===== src/design/bus_pkg.sv =====
package bus_pkg;

    // word width on the bus, also the instruction width
    localparam int data_w = 16;
    // word address, 4096 words of main memory
    localparam int addr_w = 12;

    // master to slave, wishbone classic
    typedef struct packed {
        // cycle and strobe rise and fall together in this core
        logic              cyc;
        logic              stb;
        // high for a write cycle
        logic              we;
        logic [addr_w-1:0] adr;
        // write data, ignored by the slave on reads
        logic [data_w-1:0] dat;
    } wb_req_t;

    // slave to master
    typedef struct packed {
        // one cycle wide, low during wait states
        logic              ack;
        // read data, valid with ack
        logic [data_w-1:0] dat;
    } wb_rsp_t;

endpackage


===== src/design/isa_pkg.sv =====
package isa_pkg;

    // field widths of the 16-bit instruction word
    localparam int major_w = 4;
    localparam int op_w    = 4;
    localparam int imm_w   = 8;

    // instruction class, top nibble of every word
    // unlisted codes run as a no-op
    typedef enum logic [major_w-1:0] {
        maj_alu_imm = 4'h0,
        maj_load    = 4'h1,
        maj_store   = 4'h2,
        maj_jump    = 4'h3,
        maj_jz      = 4'h4,
        maj_addm    = 4'h5,
        maj_halt    = 4'hf
    } major_e;

    // alu operations, operand one is always the accumulator
    typedef enum logic [op_w-1:0] {
        op_add, op_sub, op_mul, op_div,
        // single-operand shifts and rotates
        op_shl1, op_shr1, op_rol1, op_ror1,
        op_and, op_or, op_xor, op_nor,
        op_nand, op_xnor,
        // compares give 1 or 0
        op_gt, op_eq
    } alu_op_e;

    // alu format: class, operation, zero-extended immediate
    typedef struct packed {
        major_e           major;
        alu_op_e          op;
        logic [imm_w-1:0] imm;
    } alu_fmt_t;

    // memory and jump format: class and word address
    typedef struct packed {
        major_e                     major;
        logic [bus_pkg::addr_w-1:0] addr;
    } mem_fmt_t;

    // same word seen both ways, the class picks the view
    typedef union packed {
        alu_fmt_t alu;
        mem_fmt_t mem;
    } instr_t;

    // decoded controls for execute, result and the sequencer
    typedef struct packed {
        major_e                     major;
        alu_op_e                    alu_op;
        logic                       use_imm;
        logic [imm_w-1:0]           imm;
        logic [bus_pkg::addr_w-1:0] addr;
        // a data bus cycle follows execute
        logic                       needs_mem;
        logic                       mem_write;
        logic                       writes_acc;
        logic                       is_jump;
        logic                       is_jz;
        logic                       is_halt;
    } ctrl_t;

endpackage


===== src/design/acc_cpu.sv =====
`timescale 1ns/1ns

module acc_cpu (
    input  logic             clk,
    input  logic             rst_n,
    output bus_pkg::wb_req_t wb_req,
    input  bus_pkg::wb_rsp_t wb_rsp,
    output logic             halted
);

    // held instruction from the fetch
    isa_pkg::instr_t            instr;
    // decoded controls
    isa_pkg::ctrl_t             ctrl;
    // read word from the data cycle
    logic [bus_pkg::data_w-1:0] mem_data;
    logic [bus_pkg::data_w-1:0] alu_result;
    // architectural state fed back to the sequencer
    logic [bus_pkg::data_w-1:0] acc;
    logic [bus_pkg::addr_w-1:0] pc;
    // end of instruction
    logic                       commit;

    // bus cycles, ir and mbr
    bus_sequencer u_seq (
        .clk      (clk),
        .rst_n    (rst_n),
        .wb_req   (wb_req),
        .wb_rsp   (wb_rsp),
        .ctrl     (ctrl),
        .pc       (pc),
        .acc      (acc),
        .halted   (halted),
        .instr    (instr),
        .mem_data (mem_data),
        .commit   (commit)
    );

    instr_decode u_dec (
        .instr (instr),
        .ctrl  (ctrl)
    );

    alu_execute u_exe (
        .ctrl       (ctrl),
        .acc        (acc),
        .mem_data   (mem_data),
        .alu_result (alu_result)
    );

    // acc, pc and halt flag
    result_stage u_res (
        .clk        (clk),
        .rst_n      (rst_n),
        .commit     (commit),
        .ctrl       (ctrl),
        .alu_result (alu_result),
        .acc        (acc),
        .pc         (pc),
        .halted     (halted)
    );

endmodule


===== src/design/alu_execute.sv =====
`timescale 1ns/1ns

module alu_execute (
    input  isa_pkg::ctrl_t               ctrl,
    input  logic [bus_pkg::data_w-1:0]   acc,
    input  logic [bus_pkg::data_w-1:0]   mem_data,
    output logic [bus_pkg::data_w-1:0]   alu_result
);

    // second operand from the immediate or the memory word
    logic [bus_pkg::data_w-1:0] opnd_b;
    // raw alu output before the load bypass
    logic [bus_pkg::data_w-1:0] alu_out;

    // zero-extend the 8-bit immediate
    assign opnd_b = ctrl.use_imm ? {{(bus_pkg::data_w - isa_pkg::imm_w){1'b0}}, ctrl.imm}
                                 : mem_data;

    // addm arrives here already decoded as add
    always_comb begin
        case (ctrl.alu_op)
            isa_pkg::op_add:  alu_out = acc + opnd_b;
            isa_pkg::op_sub:  alu_out = acc - opnd_b;
            // low half of the product only
            isa_pkg::op_mul:  alu_out = acc * opnd_b;
            // unsigned divide with all ones for a zero divisor
            isa_pkg::op_div: begin
                if (opnd_b == '0) begin
                    alu_out = '1;
                end else begin
                    alu_out = acc / opnd_b;
                end
            end
            isa_pkg::op_shl1: alu_out = {acc[bus_pkg::data_w-2:0], 1'b0};
            isa_pkg::op_shr1: alu_out = {1'b0, acc[bus_pkg::data_w-1:1]};
            isa_pkg::op_rol1: alu_out = {acc[bus_pkg::data_w-2:0], acc[bus_pkg::data_w-1]};
            isa_pkg::op_ror1: alu_out = {acc[0], acc[bus_pkg::data_w-1:1]};
            isa_pkg::op_and:  alu_out = acc & opnd_b;
            isa_pkg::op_or:   alu_out = acc | opnd_b;
            isa_pkg::op_xor:  alu_out = acc ^ opnd_b;
            isa_pkg::op_nor:  alu_out = ~(acc | opnd_b);
            isa_pkg::op_nand: alu_out = ~(acc & opnd_b);
            isa_pkg::op_xnor: alu_out = ~(acc ^ opnd_b);
            // unsigned compares giving 1 or 0
            isa_pkg::op_gt:   alu_out = (acc > opnd_b) ? 16'd1 : 16'd0;
            isa_pkg::op_eq:   alu_out = (acc == opnd_b) ? 16'd1 : 16'd0;
            default:          alu_out = '0;
        endcase
    end

    // load passes the memory word straight through
    assign alu_result = (ctrl.major == isa_pkg::maj_load) ? mem_data : alu_out;

endmodule


===== src/design/bus_sequencer.sv =====
`timescale 1ns/1ns

module bus_sequencer (
    input  logic                          clk,
    input  logic                          rst_n,
    output bus_pkg::wb_req_t              wb_req,
    input  bus_pkg::wb_rsp_t              wb_rsp,
    input  isa_pkg::ctrl_t                ctrl,
    input  logic [bus_pkg::addr_w-1:0]    pc,
    input  logic [bus_pkg::data_w-1:0]    acc,
    input  logic                          halted,
    output isa_pkg::instr_t               instr,
    output logic [bus_pkg::data_w-1:0]    mem_data,
    output logic                          commit
);

    // one instruction at a time with no overlap
    typedef enum logic [1:0] {
        st_fetch,
        st_exec,
        st_mem,
        st_halt
    } state_e;

    state_e                      state;
    // drives both cyc and stb
    logic                        bus_act;
    // instruction register
    isa_pkg::instr_t             ir_q;
    // memory buffer register for read data
    logic [bus_pkg::data_w-1:0]  mbr_q;
    // ack sampled while our cycle is open
    logic                        bus_done;

    assign bus_done = bus_act && wb_rsp.ack;

    // commit in execute when no data cycle is needed
    // or in the idle cycle after the data ack
    assign commit = ((state == st_exec) && !ctrl.needs_mem) ||
                    ((state == st_mem) && !bus_act);

    assign instr    = ir_q;
    assign mem_data = mbr_q;

    // request fields come from registers only
    // so they hold steady through wait states
    always_comb begin
        wb_req.cyc = bus_act;
        wb_req.stb = bus_act;
        wb_req.we  = (state == st_mem) && ctrl.mem_write;
        // fetch at pc and data cycle at the held instruction's address
        wb_req.adr = (state == st_mem) ? ctrl.addr : pc;
        // acc only changes on commit
        wb_req.dat = acc;
    end

    always_ff @(posedge clk or negedge rst_n) begin
        if (!rst_n) begin
            state   <= st_fetch;
            bus_act <= 1'b0;
        end else begin
            case (state)
                st_fetch: begin
                    if (bus_done) begin
                        // drop stb right after ack
                        bus_act <= 1'b0;
                        state   <= st_exec;
                    end else if (!bus_act && halted) begin
                        state <= st_halt;
                    end else if (!bus_act) begin
                        // first fetch after reset release
                        bus_act <= 1'b1;
                    end
                end
                st_exec: begin
                    if (commit) begin
                        // next fetch starts the cycle after commit
                        // pc already updated by then
                        state   <= st_fetch;
                        bus_act <= !ctrl.is_halt;
                    end else begin
                        // execute cycle was the idle gap
                        state   <= st_mem;
                        bus_act <= 1'b1;
                    end
                end
                st_mem: begin
                    if (bus_done) begin
                        bus_act <= 1'b0;
                    end else if (commit) begin
                        // memory classes never halt
                        state   <= st_fetch;
                        bus_act <= 1'b1;
                    end
                end
                st_halt: begin
                    // parked until reset with the bus idle
                end
            endcase
        end
    end

    // payload registers loaded on ack
    always_ff @(posedge clk) begin
        if ((state == st_fetch) && bus_done) begin
            ir_q <= wb_rsp.dat;
        end
        // capture on reads only since a write ack carries no data
        if ((state == st_mem) && bus_done && !ctrl.mem_write) begin
            mbr_q <= wb_rsp.dat;
        end
    end

endmodule


===== src/design/instr_decode.sv =====
`timescale 1ns/1ns

module instr_decode (
    input  isa_pkg::instr_t instr,
    output isa_pkg::ctrl_t  ctrl
);

    always_comb begin
        // all controls off by default so a no-op just advances pc
        ctrl = '0;
        // class sits in the same bits in both views
        ctrl.major = instr.alu.major;

        case (instr.alu.major)
            isa_pkg::maj_alu_imm: begin
                // alu view of the word
                ctrl.alu_op     = instr.alu.op;
                ctrl.use_imm    = 1'b1;
                ctrl.imm        = instr.alu.imm;
                ctrl.writes_acc = 1'b1;
            end
            isa_pkg::maj_load: begin
                // memory view from here on
                ctrl.addr       = instr.mem.addr;
                ctrl.needs_mem  = 1'b1;
                ctrl.writes_acc = 1'b1;
            end
            isa_pkg::maj_store: begin
                ctrl.addr      = instr.mem.addr;
                ctrl.needs_mem = 1'b1;
                ctrl.mem_write = 1'b1;
            end
            isa_pkg::maj_jump: begin
                ctrl.addr    = instr.mem.addr;
                ctrl.is_jump = 1'b1;
            end
            isa_pkg::maj_jz: begin
                // taken or not is resolved at commit
                ctrl.addr  = instr.mem.addr;
                ctrl.is_jz = 1'b1;
            end
            isa_pkg::maj_addm: begin
                // acc plus the memory word
                ctrl.alu_op     = isa_pkg::op_add;
                ctrl.addr       = instr.mem.addr;
                ctrl.needs_mem  = 1'b1;
                ctrl.writes_acc = 1'b1;
            end
            isa_pkg::maj_halt: begin
                ctrl.is_halt = 1'b1;
            end
            default: begin
                // unknown class keeps the defaults
            end
        endcase
    end

endmodule


===== src/design/result_stage.sv =====
`timescale 1ns/1ns

module result_stage (
    input  logic                          clk,
    input  logic                          rst_n,
    input  logic                          commit,
    input  isa_pkg::ctrl_t                ctrl,
    input  logic [bus_pkg::data_w-1:0]    alu_result,
    output logic [bus_pkg::data_w-1:0]    acc,
    output logic [bus_pkg::addr_w-1:0]    pc,
    output logic                          halted
);

    // redirect pc to the instruction's address
    logic take_branch;

    // jz looks at acc before this commit
    // it never writes acc itself
    assign take_branch = ctrl.is_jump || (ctrl.is_jz && (acc == '0));

    always_ff @(posedge clk or negedge rst_n) begin
        if (!rst_n) begin
            acc    <= '0;
            pc     <= '0;
            halted <= 1'b0;
        end else if (commit) begin
            // alu, load and addm results
            if (ctrl.writes_acc) begin
                acc <= alu_result;
            end

            if (take_branch) begin
                pc <= ctrl.addr;
            end else begin
                // 12-bit counter, 4095 wraps to 0
                pc <= pc + 1'b1;
            end

            // sticky until reset
            if (ctrl.is_halt) begin
                halted <= 1'b1;
            end
        end
    end

endmodule


===== config.mk =====
export PLATFORM = sky130hd
export DESIGN_NAME = acc_cpu
export DESIGN_NICKNAME = d
export VERILOG_FILES = /design/src/design/bus_pkg.sv /design/src/design/isa_pkg.sv /design/src/design/acc_cpu.sv /design/src/design/alu_execute.sv /design/src/design/bus_sequencer.sv /design/src/design/instr_decode.sv /design/src/design/result_stage.sv
export SDC_FILE = /design/constraint.sdc
export NUM_CORES = 1
export LEC_CHECK = 0
export BUFFER_PORTS_ARGS = -buffer_cell sky130_fd_sc_hd__buf_2
export CAP_MARGIN = 20
export CORE_MARGIN = 5
export CORE_UTILIZATION = 30
export CTS_CLUSTER_SIZE = 14
export DETAILED_ROUTE_END_ITERATION = 6
export GPL_TIMING_DRIVEN = 0
export PLACE_DENSITY = 0.51
export SLEW_MARGIN = 10
export SYNTH_ARGS = -nofsm -noshare
export SYNTH_HDL_FRONTEND = slang
export SYNTH_HIERARCHICAL = 1
export SYNTH_SLANG_ARGS = --single-unit

===== constraint.sdc =====
create_clock -name clk -period 71.5 [get_ports clk]
set_input_delay 10.725 -clock clk [delete_from_list [all_inputs] [get_ports clk]]
set_output_delay 10.725 -clock clk [all_outputs]
set_load 0.01 [all_outputs]

Yosys cells after proc, flatten, opt, wreduce, memory -nomap -nowiden

Cells that the tools add are included.

Add/subtract/negate cells: 3
Multipliers: 1
Div/mod/pow operators: 1
Magnitude comparators: 1
Equal/unequal tests: 29
Mux-type cells: 29
Bitwise operators: 6
Reduce and logical (&&, ||, !) cells: 28

Operator list:

| operator              | count |
|---|---|
| $pmux 16 s16          | 1 |
| $mux 16               | 3 |
| $not 16->16           | 3 |
| $eq 4x4->1 const B    | 9 |
| $mux 12               | 3 |
| $logic_not 16->1      | 2 |
| $eq 4x3->1 const B    | 6 |
| $add 16x16->16        | 1 |
| $and 16x16->16        | 1 |
| $div 16x16->16        | 1 |
| $eq 16x16->1          | 1 |
| $eq 4x2->1 const B    | 4 |
| $gt 16x16->1          | 1 |
| $mul 16x16->16        | 1 |
| $or 16x16->16         | 1 |
| $sub 16x16->16        | 1 |
| $xor 16x16->16        | 1 |
| $mux 1                | 13 |
| $add 12x1->12 const B | 1 |
| $mux 2                | 5 |
| $logic_and 1x1->1     | 9 |
| $mux 9                | 1 |
| $eq 4x1->1 const B    | 2 |
| $logic_not 4->1       | 2 |
| 17 further kinds      | 25 |

Register bits: 64
Input port bits: 19
Output and inout port bits: 32
Logic and storage cells: 105

Longest topological paths before layout

Word-level depth: 9
Gate-level depth with buffers: 139
Gate-level depth less buffers: 126

By module

Netlist, hierarchy kept.

By module, submodules not included:

| module        | instances | cells an instance | area an instance (um^2) | sequential area each (um^2) |
|---|---|---|---|---|
| alu_execute   | 1         | 2006              | 14311.2                 | 0.0 |
| bus_sequencer | 1         | 94                | 1517.7                  | 1036.0 |
| result_stage  | 1         | 128               | 1471.4                  | 725.7 |
| instr_decode  | 1         | 46                | 411.6                   | 0.0 |

Worst setup path after synthesis

No wires, ideal clock.

Path kind: flip-flop to flip-flop
Start point: reg u_seq.ir_q, in the netlist u_seq/instr[13]
End point: reg u_res/acc[0] (netlist bit)
Library setup time: 128 ps
Arrival: 27335 ps
Required time: 71372 ps
Path slack: 44038 ps
Stages on the path, launching flop included: 128
Path buffers: 12
Period minus slack after synthesis: 27462 ps
Path through: edfxtp_1 -> nor4_4 -> buf_4 -> buf_2 -> mux2i_1 -> buf_2 -> clkinv_1 -> nor3_1 -> a21oi_1 -> a21oi_1 -> ha_1 -> o21a_1 -> a211o_1 -> a31oi_1 -> a21oi_1 -> ha_1 -> and2_1 -> o31a_1 -> (+92 left out) -> o21ai_0 -> a41oi_1 -> a311oi_1 -> clkbuf_1 -> nor2_1 -> a21oi_1 -> ha_1 -> a21boi_0 -> o21a_1 -> o21ai_0 -> a21oi_1 -> o21ai_0 -> a211o_1 -> a21o_1 -> a31oi_1 -> o22ai_1 -> a21oi_1 -> mux2_1

RTL lines:

| what                     | RTL line             | text |
|---|---|---|
| start: declaration       | bus_sequencer.sv:29  | `isa_pkg::instr_t ir_q;` |
| start signal: assignment | bus_sequencer.sv:106 | `ir_q <= wb_rsp.dat;` |
| end signal: assignment   | result_stage.sv:29   | `acc <= alu_result;` |
| end: declaration         | result_stage.sv:9    | `output logic [bus_pkg::data_w-1:0] acc,` |

==> impl_metrics.toml <==
[synth]
synth_cells = 2274
synth-main-ff-cell = "edfxtp_1"
async_reset_ff_frac = 0.500
ys_types = 107
ys_warn_count = 6
ys_seq_elements = 64
avgSynthCellArea_um2 = 7.79
synth_top_cell_by_area = "ha_1"
ys_seq_area_frac = 0.0995
synth_top_area_frac = 0.170
syn_nets = 2616
synth_area_leaders = "ha_1 17%, fa_1 9.3%, edfxtp_1 5.4%"
synth_area_um2 = 17700
synth_commonest_cells = "241 x ha_1, 228 x nor2_1, 213 x nand2_1"
synth_edf_count = 32
yosysMostFrequentCell = "ha_1"

[min_path]
holdPathStages = 1
hold_path.class = "reg -> reg"

[layout]
syn2layout_area_growth_pct = 9.51
drive_above_1_share = 0.0937
n_fill_cell = 6251
nets = 2684
design_area_um2 = 19400

[cts]
htree_levels = 3
cts_tree = "built"
cts_hold_buf = 0
post_cts_buffers = 0
cts_buffer_depth = 2
cts.sinks = 64
cts_buffers = 9
insertion_delay_ns = 0.33
cts_root_buf = "clkbuf_16"
postCtsResizedCells = 0
clk_pin_slew_ns = 0.06

[floorplan]
die_area_um2 = 64000
io_pins = 51
num_rows = 89
initial_core_util = 0.301
core_area_um2 = 58800
die_w_um = 253
fp.dieH_um = 253

[power]
leakagePower_uw = 0.00893
p_per_area_nw_per_um2 = 4.42
peakVddDrop_uv = 10.1

[critical_path]
slowest_stage = "buf_2"
required_ns = 71.77
cp.arrival_ns = 36.04
critical_path_class = "reg -> reg"
max_stage_delay_ns = 0.83
crit_top_cell = "ha_1"
start_kind = "flop"
critPathCaptureType = "flop"
reg2reg_depth = 128
critPathMaxFanout = 27

[place]
place_hpwl_um = 57100
place_area_um2 = 19100
port_buffers = 50
dpl_worst_slack_ns = 36.23
gp_congestion = 0.967

[timing]
max-slew-margin-rel = 0.212
rsz0062_at_grt = "no"
fmax_mhz = 28.0
setup_slack_ns = 35.73
fin_crit_ns = 35.77
tightest_slew_ns = 1.17
hold_violations = 0
period_share = 0.500
setup_violations = 0
maxSlewViolCount = 0
clock_skew_ns = 0.00740
setup_tns_ns = 0

[grt]
overflow = 0
grt_pass1_vias = 17700
grt_max_degree = 33
antenna_found_initial = 1
grt_pass1_wl_um = 109000
grt_use_total = 0.218

[routing]
antenna_left = 0
routed_wl_um = 72500
post_drt_wl_per_cell_um = 23.2
vias = 17900
drt_iter0_drc = 1361
firstDrtPassIters = 5
via_per_inst = 5.73
route.detailed.drc = 0

[flow_run]
drv_cap = 0

[run_status]
status = "complete, no violations"
[path summary, 6_finish.rpt]
check / startpoint / endpoint / slack [ns]
worst max-delay path: u_seq/instr[13] / u_res/acc[0] / 35.73
worst min-delay path: u_res/halted / u_res/halted / 0.54
worst max register to register: u_seq/instr[13] / u_res/acc[0] / 35.73
worst min register to register: u_res/halted / u_res/halted / 0.54
max in group asynchronous: rst_n / u_res/acc[10] / 60.49
min in group asynchronous: rst_n / u_seq/state[0] / 10.50
[critical path, delay by kind of cell (launching register included)]
kind / cells / cell delay, ns
buffers and inverters: 17 / 5.46
multiplexers: 5 / 1.46
AND/OR/NAND/NOR: 21 / 3.80
adder cells (fa/ha/maj): 15 / 4.82
AO/OA/AOI/OAI: 70 / 19.60
flip-flops: 1 / 0.54
[cell families after synthesis]
group                    after synthesis  share of synthesized area
AO/OA/AOI/OAI                        614                      0.239
XOR/XNOR                             119                     0.0588
adder cells (fa/ha/maj)              323                      0.263
buffers and inverters                325                     0.0767
flip-flops                            64                     0.0995
multiplexers                         106                     0.0645
AND/OR/NAND/NOR                      723                      0.199
[power breakdown]
part / total (uW) / leakage, uW / switching, uW / internal, uW
sequential: 38.8 / 0.000724 / 0 / 38.8
clock: 45.7 / 0.000148 / 16.6 / 29.1
combinational: 1.14 / 0.00806 / 0.783 / 0.354
total: 85.6 / 0.00893 / 17.4 / 68.2
[cell type report]
type	count	area, um^2	area share
clock buffers	12	258	0.0133
flip-flops and latches	64	1760	0.0908
clock inverters	4	51.3	0.00264
diodes	1	2.50	0.000129
plain buffers	131	631	0.0325
multi-input cells	1885	14600	0.755
inverters	194	728	0.0375
well taps	773	967	0.0499
repair buffers	57	359	0.0185
[layout by cell type, fill, tap and decap left out, drive strengths merged, types with 10 or more instances in the layout]
master | Yosys | layout
ha | 241 | 241
nor2 | 229 | 229
nand2 | 214 | 214
inv | 190 | 190
a21oi | 146 | 146
buf | 56 | 113
o21ai | 104 | 104
clkbuf | 75 | 87
xnor2 | 82 | 82
fa | 82 | 82
mux2i | 53 | 53
mux2 | 53 | 53
nor3 | 51 | 51
a21o | 46 | 46
nand3 | 46 | 46
xor2 | 37 | 37
dfrtp | 32 | 32
edfxtp | 32 | 32
o21a | 29 | 29
a31oi | 28 | 28
a211oi | 27 | 27
and2 | 26 | 26
o22ai | 25 | 25
nor2b | 21 | 21
nand2b | 21 | 21
or3 | 18 | 18
or2 | 18 | 18
o211ai | 18 | 18
nor4 | 17 | 17
nor4b | 17 | 17
o21bai | 16 | 16
a22oi | 14 | 14
nand4 | 13 | 13
a221oi | 13 | 13
a21boi | 13 | 13
a211o | 10 | 10
o221ai | 10 | 10
o31ai | 10 | 10
[registers in the layout (all words and copies together) (netlist names)]
| signal | count |
|---|---|
| u_res/pc | 12 |
| u_seq/mem_data | 16 |
| u_res/halted | 1 |
| u_seq/instr | 16 |
| u_seq/bus_act | 1 |
| u_seq/state | 2 |
| u_res/acc | 16 |
[layer usage]
metal / vias to the layer above / share of wire / track usage / wire [um]
met5: - / 0 / 0 / 0
met4: 0 / 0.045 / 0.0862 / 3280
met3: 157 / 0.058 / 0.0188 / 4200
met2: 671 / 0.46 / 0.363 / 33100
met1: 8778 / 0.44 / 0.293 / 31900
li1: 8276 / - / - / -
[through the flow]
step / hold WS [ns] / utilization / total power [uW] / cells
after global routing: 0.570 / 0.330 / 88.4 / 3121
after detailed placement: 0.520 / 0.325 / 40.6 / 3104
final: 0.543 / 0.330 / 85.6 / 3121
after global placement: 0.513 / 0.322 / 40.6 / 3097
after floorplan: 0.521 / - / 39.5 / 2274
after CTS: 0.546 / 0.330 / 86.6 / 3120
Note: power is estimated with default switching activity, not from simulation.
